--- src/include/sbk_defaults.svh ---
/*
 * Default region start offsets in bytes for the basketball map.
 * Other games override them through the top level parameters.
 */
`ifndef SBK_DEFAULTS_SVH
`define SBK_DEFAULTS_SVH

// Main CPU code sits at zero, 64 kB
`define SBK_SND_START  25'h01_0000
// Sound CPU code, 8 kB
`define SBK_SCR_START  25'h01_2000
// Scroll tiles up to the PCM samples
`define SBK_PCM_START  25'h01_A000
// Colour PROMs, kept out of SDRAM
`define SBK_PROM_START 25'h02_2000

`endif

--- src/design/sbk_mem_pkg.sv ---
/*
 * Memory map types shared by the download and fetch sides.
 * Region order follows the SDRAM layout: main, sound, scroll tiles, PCM,
 * then colour PROMs, which never reach SDRAM.
 * Slot order is also the fetch priority, so scr (0) wins over main (2).
 */
`default_nettype none

package sbk_mem_pkg;

    // SDRAM is addressed in 16-bit words
    parameter int SDRAM_AW = 22;

    // Loader byte address
    parameter int IOCTL_AW = 25;

    // Address width of every ROM slot
    parameter int SLOT_AW = 16;

    // Local address of the colour PROM write port
    parameter int PROM_AW = 11;

    // Where a download byte lands
    typedef enum logic [2:0] {
        REG_MAIN = 3'd0,
        REG_SND  = 3'd1,
        REG_SCR  = 3'd2,
        REG_PCM  = 3'd3,
        REG_PROM = 3'd4
    } region_e;

    // Slot identity, value doubles as priority (lower wins)
    typedef enum logic [1:0] {
        SLOT_SCR  = 2'd0,
        SLOT_SND  = 2'd1,
        SLOT_MAIN = 2'd2
    } slot_e;

    // Number of slots served by the arbiter
    parameter int NUM_SLOTS = 3;

endpackage

`default_nettype wire

--- src/design/sbk_bus_pkg.sv ---
/*
 * Bus level records between the ROM subsystem and the SDRAM controller.
 * prog_wr_t carries one byte; the controller replicates it on both lanes
 * and the active-low mask picks the lane that is really written.
 */
`default_nettype none

package sbk_bus_pkg;

    // One SDRAM program write, 33 bits
    typedef struct packed {
        logic [sbk_mem_pkg::SDRAM_AW-1:0] addr;
        logic [7:0]                       data;
        // Active low, bit of the unused byte is high
        logic [1:0]                       mask;
        logic                             we;
    } prog_wr_t;

    // Request from one ROM client
    typedef struct packed {
        logic                            cs;
        logic [sbk_mem_pkg::SLOT_AW-1:0] addr;
    } slot_req_t;

    // Byte view of an SDRAM word
    typedef struct packed {
        logic [7:0] hi;
        logic [7:0] lo;
    } byte_pair_t;

    // SDRAM read word
    // 8-bit slots pick one byte, the 32-bit slot takes it as one half
    typedef union packed {
        byte_pair_t  bytes;
        logic [15:0] half;
    } sdram_word_u;

endpackage

`default_nettype wire

--- src/design/sbk_dwnld_decode.sv ---
/*
 * Loader byte stream to SDRAM program writes and PROM strobes.
 * The loader must wait for sdram_ack before sending the next byte.
 * PROM bytes get a single-cycle prom_we and never wait for an ack.
 * Region bounds must satisfy SCR_START <= PCM_START <= PROM_START.
 */
`timescale 1ns/10ps
`default_nettype none

module sbk_dwnld_decode #(
    parameter logic [sbk_mem_pkg::IOCTL_AW-1:0] SCR_START  = '0,
    parameter logic [sbk_mem_pkg::IOCTL_AW-1:0] PCM_START  = '0,
    parameter logic [sbk_mem_pkg::IOCTL_AW-1:0] PROM_START = '0
) (
    input  logic                              clk,
    input  logic                              reset,
    input  logic                              downloading,
    input  logic [sbk_mem_pkg::IOCTL_AW-1:0]  ioctl_addr,
    input  logic [7:0]                        ioctl_dout,
    input  logic                              ioctl_wr,
    input  logic                              sdram_ack,
    output sbk_bus_pkg::prog_wr_t             prog,
    output logic                              prom_we,
    output logic [sbk_mem_pkg::PROM_AW-1:0]   prom_addr
);
    import sbk_mem_pkg::*;

    region_e               region;
    logic                  accept;
    logic [IOCTL_AW-1:0]   prom_ofs;
    logic                  we_q;
    logic [SDRAM_AW-1:0]   addr_q;
    logic [7:0]            data_q;
    logic [1:0]            mask_q;

    // Main and sound code are both stored as plain bytes, so no
    // split below SCR_START is needed here
    always_comb begin
        if (ioctl_addr >= PROM_START) begin
            region = REG_PROM;
        end else if (ioctl_addr >= PCM_START) begin
            region = REG_PCM;
        end else if (ioctl_addr >= SCR_START) begin
            region = REG_SCR;
        end else begin
            region = REG_MAIN;
        end
    end

    assign accept   = ioctl_wr && downloading;
    assign prom_ofs = ioctl_addr - PROM_START;

    // Write strobes
    always_ff @(posedge clk) begin
        if (reset) begin
            we_q    <= 1'b0;
            prom_we <= 1'b0;
        end else begin
            prom_we <= 1'b0;
            if (accept && region == REG_PROM) begin
                prom_we <= 1'b1;
            end else if (accept) begin
                we_q <= 1'b1;
            end else if (sdram_ack) begin
                we_q <= 1'b0;
            end
        end
    end

    // Payload, stable while we_q is high as the loader waits for the ack
    always_ff @(posedge clk) begin
        if (accept) begin
            addr_q    <= SDRAM_AW'(ioctl_addr >> 1);
            // Odd byte goes to the high lane
            mask_q    <= {~ioctl_addr[0], ioctl_addr[0]};
            prom_addr <= prom_ofs[PROM_AW-1:0];
            if (region == REG_SCR) begin
                // Tile data is stored nibble swapped
                data_q <= {ioctl_dout[3:0], ioctl_dout[7:4]};
            end else begin
                data_q <= ioctl_dout;
            end
        end
    end

    // PROM data also leaves on prog.data
    assign prog = '{addr: addr_q, data: data_q, mask: mask_q, we: we_q};

endmodule

`default_nettype wire

--- src/design/sbk_slot_arbiter.sv ---
/*
 * Fixed priority fetch scheduler for the three ROM slots.
 * One SDRAM access in flight at a time; priority is scr, snd, main.
 * hit is registered, so ok follows cs and address changes by one cycle.
 * Any download drops the request and invalidates every slot cache.
 */
`timescale 1ns/10ps
`default_nettype none

module sbk_slot_arbiter #(
    parameter logic [sbk_mem_pkg::IOCTL_AW-1:0] SND_START = '0,
    parameter logic [sbk_mem_pkg::IOCTL_AW-1:0] SCR_START = '0
) (
    input  logic                              clk,
    input  logic                              reset,
    input  logic                              downloading,
    input  sbk_bus_pkg::slot_req_t            scr_req,
    input  sbk_bus_pkg::slot_req_t            snd_req,
    input  sbk_bus_pkg::slot_req_t            main_req,
    input  logic                              done,
    input  logic                              sdram_ack,
    output logic                              sdram_req,
    output logic [sbk_mem_pkg::SDRAM_AW-1:0]  sdram_addr,
    output sbk_mem_pkg::slot_e                sel,
    output logic                              start,
    output logic                              byte_hi,
    output logic [2:0]                        hit
);
    import sbk_mem_pkg::*;
    import sbk_bus_pkg::*;

    // Word offsets of the regions
    localparam logic [SDRAM_AW-1:0] SND_OFS = SDRAM_AW'(SND_START >> 1);
    localparam logic [SDRAM_AW-1:0] SCR_OFS = SDRAM_AW'(SCR_START >> 1);

    slot_req_t [NUM_SLOTS-1:0]              req;
    logic [NUM_SLOTS-1:0][SLOT_AW-1:0]      last_addr;
    logic [NUM_SLOTS-1:0]                   valid;
    logic [NUM_SLOTS-1:0]                   cs;
    logic [NUM_SLOTS-1:0]                   match;
    logic [NUM_SLOTS-1:0]                   need;
    logic [NUM_SLOTS-1:0]                   hit_q;
    logic                                   busy;
    logic                                   req_q;
    logic                                   launch;
    slot_e                                  pick;
    logic [SDRAM_AW-1:0]                    pick_addr;

    // Index by slot_e value
    assign req = {main_req, snd_req, scr_req};

    always_comb begin
        for (int i = 0; i < NUM_SLOTS; i++) begin
            cs[i]    = req[i].cs;
            match[i] = last_addr[i] == req[i].addr;
            need[i]  = cs[i] && !(valid[i] && match[i]);
        end
    end

    // Highest priority missing slot and its SDRAM word
    always_comb begin
        if (need[SLOT_SCR]) begin
            pick = SLOT_SCR;
        end else if (need[SLOT_SND]) begin
            pick = SLOT_SND;
        end else begin
            pick = SLOT_MAIN;
        end
        case (pick)
            // Two words per 32-bit entry, low half first
            SLOT_SCR: pick_addr = SCR_OFS + SDRAM_AW'({req[SLOT_SCR].addr, 1'b0});
            SLOT_SND: pick_addr = SND_OFS + SDRAM_AW'(req[SLOT_SND].addr >> 1);
            default:  pick_addr = SDRAM_AW'(req[SLOT_MAIN].addr >> 1);
        endcase
    end

    assign launch = !busy && !downloading && |need;

    always_ff @(posedge clk) begin
        if (reset) begin
            busy  <= 1'b0;
            req_q <= 1'b0;
            start <= 1'b0;
            valid <= '0;
            hit_q <= '0;
            sel   <= SLOT_SCR;
        end else begin
            start <= launch;
            // A hit is seen only once cs has been sampled
            hit_q <= valid & match & cs;
            if (downloading) begin
                // SDRAM contents are being rewritten
                busy  <= 1'b0;
                req_q <= 1'b0;
                valid <= '0;
            end else if (launch) begin
                busy        <= 1'b1;
                req_q       <= 1'b1;
                sel         <= pick;
                valid[pick] <= 1'b0;
            end else if (busy) begin
                if (sdram_ack) begin
                    req_q <= 1'b0;
                end
                if (done) begin
                    busy       <= 1'b0;
                    valid[sel] <= 1'b1;
                end
            end
        end
    end

    // Fetch address and byte lane, held for the whole access
    always_ff @(posedge clk) begin
        if (launch) begin
            last_addr[pick] <= req[pick].addr;
            sdram_addr      <= pick_addr;
            byte_hi         <= req[pick].addr[0];
        end
    end

    assign sdram_req = req_q && !downloading;
    assign hit       = hit_q & {NUM_SLOTS{~downloading}};

endmodule

`default_nettype wire

--- src/design/sbk_slot_return.sv ---
/*
 * Steers SDRAM read words into the slot data registers.
 * The 32-bit slot expects two words, low half first; 8-bit slots one word.
 * data_rdy must come with the last data_dst of an access.
 */
`timescale 1ns/10ps
`default_nettype none

module sbk_slot_return (
    input  logic                     clk,
    input  logic                     reset,
    input  sbk_mem_pkg::slot_e       sel,
    input  logic                     start,
    input  logic                     byte_hi,
    input  logic [2:0]               hit,
    input  logic [2:0]               cs,
    input  sbk_bus_pkg::sdram_word_u data_read,
    input  logic                     data_dst,
    input  logic                     data_rdy,
    output logic [31:0]              scr_dout,
    output logic [7:0]               snd_dout,
    output logic [7:0]               main_dout,
    output logic [2:0]               ok,
    output logic                     done
);
    import sbk_mem_pkg::*;

    logic active;
    logic upper;
    logic capture;

    assign capture = active && data_dst;

    always_ff @(posedge clk) begin
        if (reset) begin
            active <= 1'b0;
            upper  <= 1'b0;
            done   <= 1'b0;
        end else begin
            done <= active && data_rdy;
            if (start) begin
                active <= 1'b1;
                upper  <= 1'b0;
            end else if (capture) begin
                // Next word of a 32-bit access is the high half
                upper <= 1'b1;
                if (data_rdy) begin
                    active <= 1'b0;
                end
            end
        end
    end

    always_ff @(posedge clk) begin
        if (capture) begin
            case (sel)
                SLOT_SCR: begin
                    if (upper) begin
                        scr_dout[31:16] <= data_read.half;
                    end else begin
                        scr_dout[15:0] <= data_read.half;
                    end
                end
                SLOT_SND: begin
                    snd_dout <= byte_hi ? data_read.bytes.hi : data_read.bytes.lo;
                end
                default: begin
                    main_dout <= byte_hi ? data_read.bytes.hi : data_read.bytes.lo;
                end
            endcase
        end
    end

    // Slot data valid only for a requesting client
    assign ok = hit & cs;

endmodule

`default_nettype wire

--- src/design/sbk_rom_top.sv ---
/*
 * ROM download and fetch subsystem of the arcade core.
 * Region offsets default to the basketball map; other games override them.
 * All clients share clk; no clock enables are handled here.
 */
`timescale 1ns/10ps
`default_nettype none

`include "sbk_defaults.svh"

module sbk_rom_top #(
    parameter logic [sbk_mem_pkg::IOCTL_AW-1:0] SND_START  = `SBK_SND_START,
    parameter logic [sbk_mem_pkg::IOCTL_AW-1:0] SCR_START  = `SBK_SCR_START,
    parameter logic [sbk_mem_pkg::IOCTL_AW-1:0] PCM_START  = `SBK_PCM_START,
    parameter logic [sbk_mem_pkg::IOCTL_AW-1:0] PROM_START = `SBK_PROM_START
) (
    input  logic                              clk,
    input  logic                              reset,
    input  logic                              downloading,
    // Loader
    input  logic [sbk_mem_pkg::IOCTL_AW-1:0]  ioctl_addr,
    input  logic [7:0]                        ioctl_dout,
    input  logic                              ioctl_wr,
    output sbk_bus_pkg::prog_wr_t             prog,
    output logic                              prom_we,
    output logic [sbk_mem_pkg::PROM_AW-1:0]   prom_addr,
    // ROM clients
    input  sbk_bus_pkg::slot_req_t            scr_req,
    input  sbk_bus_pkg::slot_req_t            snd_req,
    input  sbk_bus_pkg::slot_req_t            main_req,
    output logic [31:0]                       scr_dout,
    output logic [7:0]                        snd_dout,
    output logic [7:0]                        main_dout,
    output logic                              scr_ok,
    output logic                              snd_ok,
    output logic                              main_ok,
    // SDRAM
    output logic                              sdram_req,
    input  logic                              sdram_ack,
    output logic [sbk_mem_pkg::SDRAM_AW-1:0]  sdram_addr,
    input  sbk_bus_pkg::sdram_word_u          data_read,
    input  logic                              data_dst,
    input  logic                              data_rdy
);
    import sbk_mem_pkg::*;

    slot_e                 sel;
    logic                  start;
    logic                  byte_hi;
    logic [NUM_SLOTS-1:0]  hit;
    logic                  done;

    sbk_dwnld_decode #(
        .SCR_START  ( SCR_START  ),
        .PCM_START  ( PCM_START  ),
        .PROM_START ( PROM_START )
    ) decode_i (
        .clk         ( clk         ),
        .reset       ( reset       ),
        .downloading ( downloading ),
        .ioctl_addr  ( ioctl_addr  ),
        .ioctl_dout  ( ioctl_dout  ),
        .ioctl_wr    ( ioctl_wr    ),
        .sdram_ack   ( sdram_ack   ),
        .prog        ( prog        ),
        .prom_we     ( prom_we     ),
        .prom_addr   ( prom_addr   )
    );

    sbk_slot_arbiter #(
        .SND_START ( SND_START ),
        .SCR_START ( SCR_START )
    ) arbiter_i (
        .clk         ( clk         ),
        .reset       ( reset       ),
        .downloading ( downloading ),
        .scr_req     ( scr_req     ),
        .snd_req     ( snd_req     ),
        .main_req    ( main_req    ),
        .done        ( done        ),
        .sdram_ack   ( sdram_ack   ),
        .sdram_req   ( sdram_req   ),
        .sdram_addr  ( sdram_addr  ),
        .sel         ( sel         ),
        .start       ( start       ),
        .byte_hi     ( byte_hi     ),
        .hit         ( hit         )
    );

    // Bit order of cs and ok follows slot_e
    sbk_slot_return return_i (
        .clk       ( clk                                     ),
        .reset     ( reset                                   ),
        .sel       ( sel                                     ),
        .start     ( start                                   ),
        .byte_hi   ( byte_hi                                 ),
        .hit       ( hit                                     ),
        .cs        ( {main_req.cs, snd_req.cs, scr_req.cs}   ),
        .data_read ( data_read                               ),
        .data_dst  ( data_dst                                ),
        .data_rdy  ( data_rdy                                ),
        .scr_dout  ( scr_dout                                ),
        .snd_dout  ( snd_dout                                ),
        .main_dout ( main_dout                               ),
        .ok        ( {main_ok, snd_ok, scr_ok}               ),
        .done      ( done                                    )
    );

endmodule

`default_nettype wire

--- config.mk ---
export PLATFORM = sky130hd
export DESIGN_NAME = sbk_rom_top
export DESIGN_NICKNAME = d
export VERILOG_FILES = /design/src/design/sbk_mem_pkg.sv /design/src/design/sbk_bus_pkg.sv /design/src/design/sbk_dwnld_decode.sv /design/src/design/sbk_slot_arbiter.sv /design/src/design/sbk_slot_return.sv /design/src/design/sbk_rom_top.sv
export VERILOG_INCLUDE_DIRS = /design/src /design/src/include
export SDC_FILE = /design/constraint.sdc
export NUM_CORES = 1
export LEC_CHECK = 0
export BUFFER_PORTS_ARGS = -buffer_cell sky130_fd_sc_hd__buf_4
export CAP_MARGIN = 20
export CORE_ASPECT_RATIO = 0.7
export CORE_UTILIZATION = 54
export DETAILED_ROUTE_END_ITERATION = 16
export PLACE_DENSITY = 0.86
export SLEW_MARGIN = 25
export SYNTH_ARGS = -nofsm -noshare
export SYNTH_HDL_FRONTEND = slang
export SYNTH_HIERARCHICAL = 1
export SYNTH_SLANG_ARGS = --single-unit
--- constraint.sdc ---
create_clock -name clk -period 5.4 [get_ports clk]
set_clock_uncertainty 0.2 [all_clocks]
set_input_delay 0.81 -clock clk [delete_from_list [all_inputs] [get_ports clk]]
set_output_delay 0.81 -clock clk [all_outputs]
set_load 0.01 [all_outputs]
* Word-level counts from Yosys, hierarchy flattened *
Index checks and enable logic that the tools add are counted.

word-level totals
  bits in read-only memories = 0
  memory bits (writable) = 0
  flip-flop bits (word level) = 178
  bits in latches = 0
  input port bits = 107
  memories kept = 0

operators by class
  eq/ne operators = 7
  multipliers = 0
  order comparisons = 7
  divide/modulo/power cells = 0
  add/sub/neg operators = 3
  shift-type cells = 0
  mux-type cells = 31
  reductions and logical operators = 41
  bitwise operators = 12

operators by type and width
  kind                      count
  $ge A25 B17 Y1 const B    2
  $bwmux W48                1
  $eq A16 B16 Y1            3
  $pmux W22 S2              1
  $bmux W17 S2              1
  $demux W16 S2             1
  $mux W16                  2
  $ge A25 B18 Y1 const B    1
  $add A16 B17 Y18 const A  1
  $add A16 B15 Y17 const A  1
  $mux W8                   2
  $and A3 B3 Y3             5
  $logic_and A1 B1 Y1       15
  $mux W3                   5
  $reduce_and A2 Y1         7
  $mux W1                   13
  $reduce_bool A2 Y1        6
  $sub A11 B1 Y11 const B   1
  $lt A2 B3 Y1 const B      2
  $mux W2                   3
  $reduce_and A3 Y1         2
  $reduce_or A2 Y1          3
  $logic_not A1 Y1          5
  $not A1 Y1                5
  other kinds (9)           13

* Longest topological paths before layout *
  word-level depth = 13
  gate-level depth with buffers = 7

* Modules after synthesis *
The synthesis kept the hierarchy.

modules (own cells, without submodules)
  module            cells each  seq. area each (um^2)  area an instance (um^2)  times used
  sbk_slot_arbiter  287         2,232.1                3,599.7                  1
  sbk_slot_return   75          1,501.4                1,725.4                  1
  sbk_dwnld_decode  69          1,001.0                1,317.5                  1

* Worst setup path before layout *
No wires, ideal clock.

  kind = in2reg
  start point = input scr_req[3] (netlist bit)
  end point = register arbiter_i/last_addr[32] (netlist bit), enable pin
  path buffers = 0
  setup time = 0.402 ns
  slack = 1.972 ns
  stages on the path = 5
  data required time = 4.798 ns
  arrival time = 2.826 ns
  path through = xor2_1 nor4_1 nand2_1 o41ai_4 nor4b_2

between the ends
  cells in the longest elaborated chain, start to end = 6

RTL lines
  what                           line                     source
  start, declared                sbk_rom_top.sv:28        input sbk_bus_pkg::slot_req_t scr_req,
  $eq A16 B16 Y1                 sbk_slot_arbiter.sv:55   match[i] = last_addr[i] == req[i].addr;
  $logic_and A1 B1 Y1            sbk_slot_arbiter.sv:56   need[i] = cs[i] && !(valid[i] && match[i]);
  $logic_not A1 Y1               sbk_slot_arbiter.sv:56
  $logic_and A1 B1 Y1            sbk_slot_arbiter.sv:56
  $reduce_or A3 Y1               sbk_slot_arbiter.sv:77   assign launch = !busy && !downloading && |need;
  $logic_and A1 B1 Y1            sbk_slot_arbiter.sv:77
  end signal, assigned by index  sbk_slot_arbiter.sv:116  last_addr[pick] <= req[pick].addr;
  end, declared                  sbk_slot_arbiter.sv:37   logic [NUM_SLOTS-1:0][SLOT_AW-1:0] last_addr;

Every way passes these cells.
A chain may end at the register's enable or synchronous reset.

* Worst setup path in the final report *
  start point = input scr_req[4] (netlist bit)
  end point = register arbiter_i/last_addr[24] (netlist bit), enable pin

Same word-level chain as after synthesis.

==> run summary <==
final setup violation count - 0
overflow left after global routing - 0
crit path setup slack, layout - 1.93 ns
instance area after placement - 8380 µm²
vertical die dimension - 94.8 µm
setup repair after global routing missed its margin - no
number of violations reported at the end of detailed-routing iteration 0 - 434
Arr. time, crit path - 3.32 ns
number of setup buffers added after CTS - 0
number of input and output port buffers inserted - 221
Core Region - 11900 µm²
Hold Crit Start - arbiter_i/start
global-route wire length before repair - 24800 µm
post-layout min period - 3.47 ns
H-tree Lvls - 4
number of rows in the core area - 33
largest net degree at the start of global routing - 59
buffering stage count on the worst path with inverters included - 3
worst reg2reg path startpoint - arbiter_i/last_addr[4]
net total in the final layout - 763
kind of end point of the critical path - register
die area - 12800 µm²
Resized Gates After CTS - 0
worst setup path start - scr_req[4]
mean instance size in the synthesized netlist - 15.4 µm²
clock-pin slew reported for the worst setup and hold paths after clock tree synthesis - 0.06 ns
worst slack at placement - 1.59 ns
peak fanout along the critical path - 58
vias in the first global route - 4485
final design area excluding fillers - 8950 µm²
starting utilization of the core area - 56.1%
highest-delay cell along the critical path - sky130_fd_sc_hd__inv_1
warnings from Yosys - 6
worst slew pin tran - 0.776 ns
Final Max Slew Viols - 0
launching element type of the critical path - input pin
number of nets still failing antenna checks after routing - 0
part of the Yosys area used for sequential elements - 71.3%
layout cells sized above 1 - 43.4%
number of different library cells in the post-synthesis netlist - 46
number of vias after detailed routing - 4643
growth of design area from synthesis to finish - 34.7%
Syn Inst Count - 431
hold slack final - 0.250 ns
n_diodes - 0
root buffer cell - sky130_fd_sc_hd__clkbuf_16
Top delay family on crit path - buffers and inverters
antenna violations before repair - 1
HPWL reported at the end of detailed placement - 12600 µm
outcome - completed
power after layout - 2.89 mW
post-DR wirelength/cell - 20.4 µm
type of the worst min-delay path - reg -> reg
number of hold-repair buffers added at the cts stage - 0
number of iterations in the first detailed-routing pass - 6
total clock buffers created by CTS - 17
leakage power figure - 3.52 nW
Mapped Area - 6640 µm²
power density over the cells - 323 nW/µm²
DRC violation count after routing - 0
MaxCap Viol Count - 0
max_slew headroom - 47.7%
sum of routed wire length over all layers - 16900 µm
GP Congestion - 0.891
maximum number of buffers from clock root to sink - 2
Post-Route Setup TNS - 0 ns
via density per instance - 5.63
All-Layer GR Usage - 27.0%
fraction of the cycle the final worst path needs - 64.3%
peak ir drop on the vdd network - 0.000274 V
Crit Path Category - in -> reg
critical-path cell list - buf_4 -> xor2_1 -> nor4_1 -> nand2_1 -> o41ai_4 -> buf_4 -> nand3b_2 -> inv_1
clock sink total - 163
clock tree from TritonCTS - yes
Max stage delay on crit path - 0.57 ns
Die W - 135 µm
I/O pin count - 226
number of synthesized register bits - 163
count of endpoints failing hold in the final timing report - 0
required time of the critical path - 5.25 ns
Skew-Pair Late Insertion Delay - 0.42 ns
top achievable clock speed - 288 MHz
most numerous cell on the critical path - sky130_fd_sc_hd__buf_4
==> metal layers <==
metal  wire, µm  vias to the layer above  GRT usage, %
met5         13                        -             0
met4        415                        2          11.9
met3       1570                       45          7.35
met2       8080                      298          43.1
met1       6780                     2244          34.9
li1           -                     2054             -
==> metrics by stage <==
| stage | std cells | util, % |
|---|---|---|
| floorplan | 434 | - |
| global placement | 792 | 70.8 |
| detailed placement | 792 | 70.8 |
| CTS | 824 | 75.5 |
| global route | 825 | 75.5 |
| finish | 825 | 75.5 |
==> cells in the mapped netlist, drive strengths merged <==
cell / n / area (µm²)
xnor2: 10 / 87.6
a31oi: 27 / 169
nand2b: 1 / 6.26
clkbuf: 3 / 11.3
nor4: 11 / 83.8
and3: 1 / 7.51
a311oi: 3 / 26.3
ha: 1 / 12.5
o41ai: 2 / 36.3
mux2: 16 / 210
nor2b: 6 / 37.5
nor4b: 4 / 47.6
o21ai: 5 / 28.8
o22ai: 1 / 6.26
buf: 24 / 188
nand4: 3 / 18.8
o21ba: 2 / 20.0
o211a: 1 / 10.0
xor2: 40 / 350
nor2: 26 / 97.6
nand3: 3 / 15.0
and4: 1 / 8.76
o2111ai: 1 / 26.3
edfxtp: 147 / 4410
nor3b: 5 / 37.5
a21boi: 1 / 7.51
conb: 1 / 3.75
and2: 3 / 18.8
nand2: 34 / 128
mux2i: 4 / 40.0
o21a: 3 / 22.5
or4: 1 / 7.51
nand3b: 1 / 11.3
inv: 5 / 18.8
or2: 1 / 6.26
dfxtp: 16 / 320
a21oi: 11 / 55.1
nor3: 6 / 46.3
==> final cells by class <==
| cell class | count | area (µm²) |
|---|---|---|
| Tap cell | 157 | 196 |
| Clock buffer | 18 | 429 |
| Inverter | 5 | 18.8 |
| Timing Repair Buffer | 229 | 1720 |
| Clock inverter | 14 | 129 |
| Sequential cell | 163 | 4730 |
| Multi-Input combinational cell | 239 | 1720 |
| Fill cell | 717 | 2900 |
==> power breakdown <==
part,switching [mW],total [mW],leakage (nW),internal [mW]
registers,0.0228,1.46,1.48,1.44
logic,0.155,0.296,1.77,0.142
clock network,0.500,1.14,0.264,0.640
==> registers in the layout, summed over array words and instances (netlist names), 2 cells and up <==
signal and flops:
arbiter_i/last_addr 48, arbiter_i/hit_q 3, arbiter_i/sel 2, decode_i/data_q 8
return_i/scr_dout 32, decode_i/addr_q 13, decode_i/prom_addr 10, return_i/snd_dout 8
return_i/main_dout 8, arbiter_i/valid 3, arbiter_i/sdram_addr 18
==> worst paths after layout <==
kind	end	slack, ns	depth (start not counted)
setup reg to reg	arbiter_i/last_addr[24]	2.01	7
hold reg to reg	return_i/upper	0.25	1
setup / recovery	arbiter_i/last_addr[24]	1.93	8
hold / removal	return_i/upper	0.25	1
==> placed cells by master, fill, tap and decap left out, drive strengths merged, types with 11 or more instances in the layout <==
master | netlist | final
dfxtp | 16 | 16
nor4 | 11 | 11
buf | 24 | 229
clkbuf | 3 | 18
nand2 | 34 | 34
a31oi | 27 | 27
xor2 | 40 | 40
a21oi | 11 | 11
edfxtp | 147 | 147
nor2 | 26 | 26
mux2 | 16 | 16
==> kinds of logic after synthesis <==
| kind of cell | synth area share (%) |
|---|---|
| AO/OA/AOI/OAI | 6.14 |
| XOR/XNOR | 6.59 |
| adder cells (fa/ha/maj) | 0.188 |
| buffers and inverters | 3.28 |
| flip-flops | 71.3 |
| multiplexers | 3.77 |
| other | 0.0565 |
| AND/OR/NAND/NOR | 8.70 |
(Power assumes the default switching activity.)
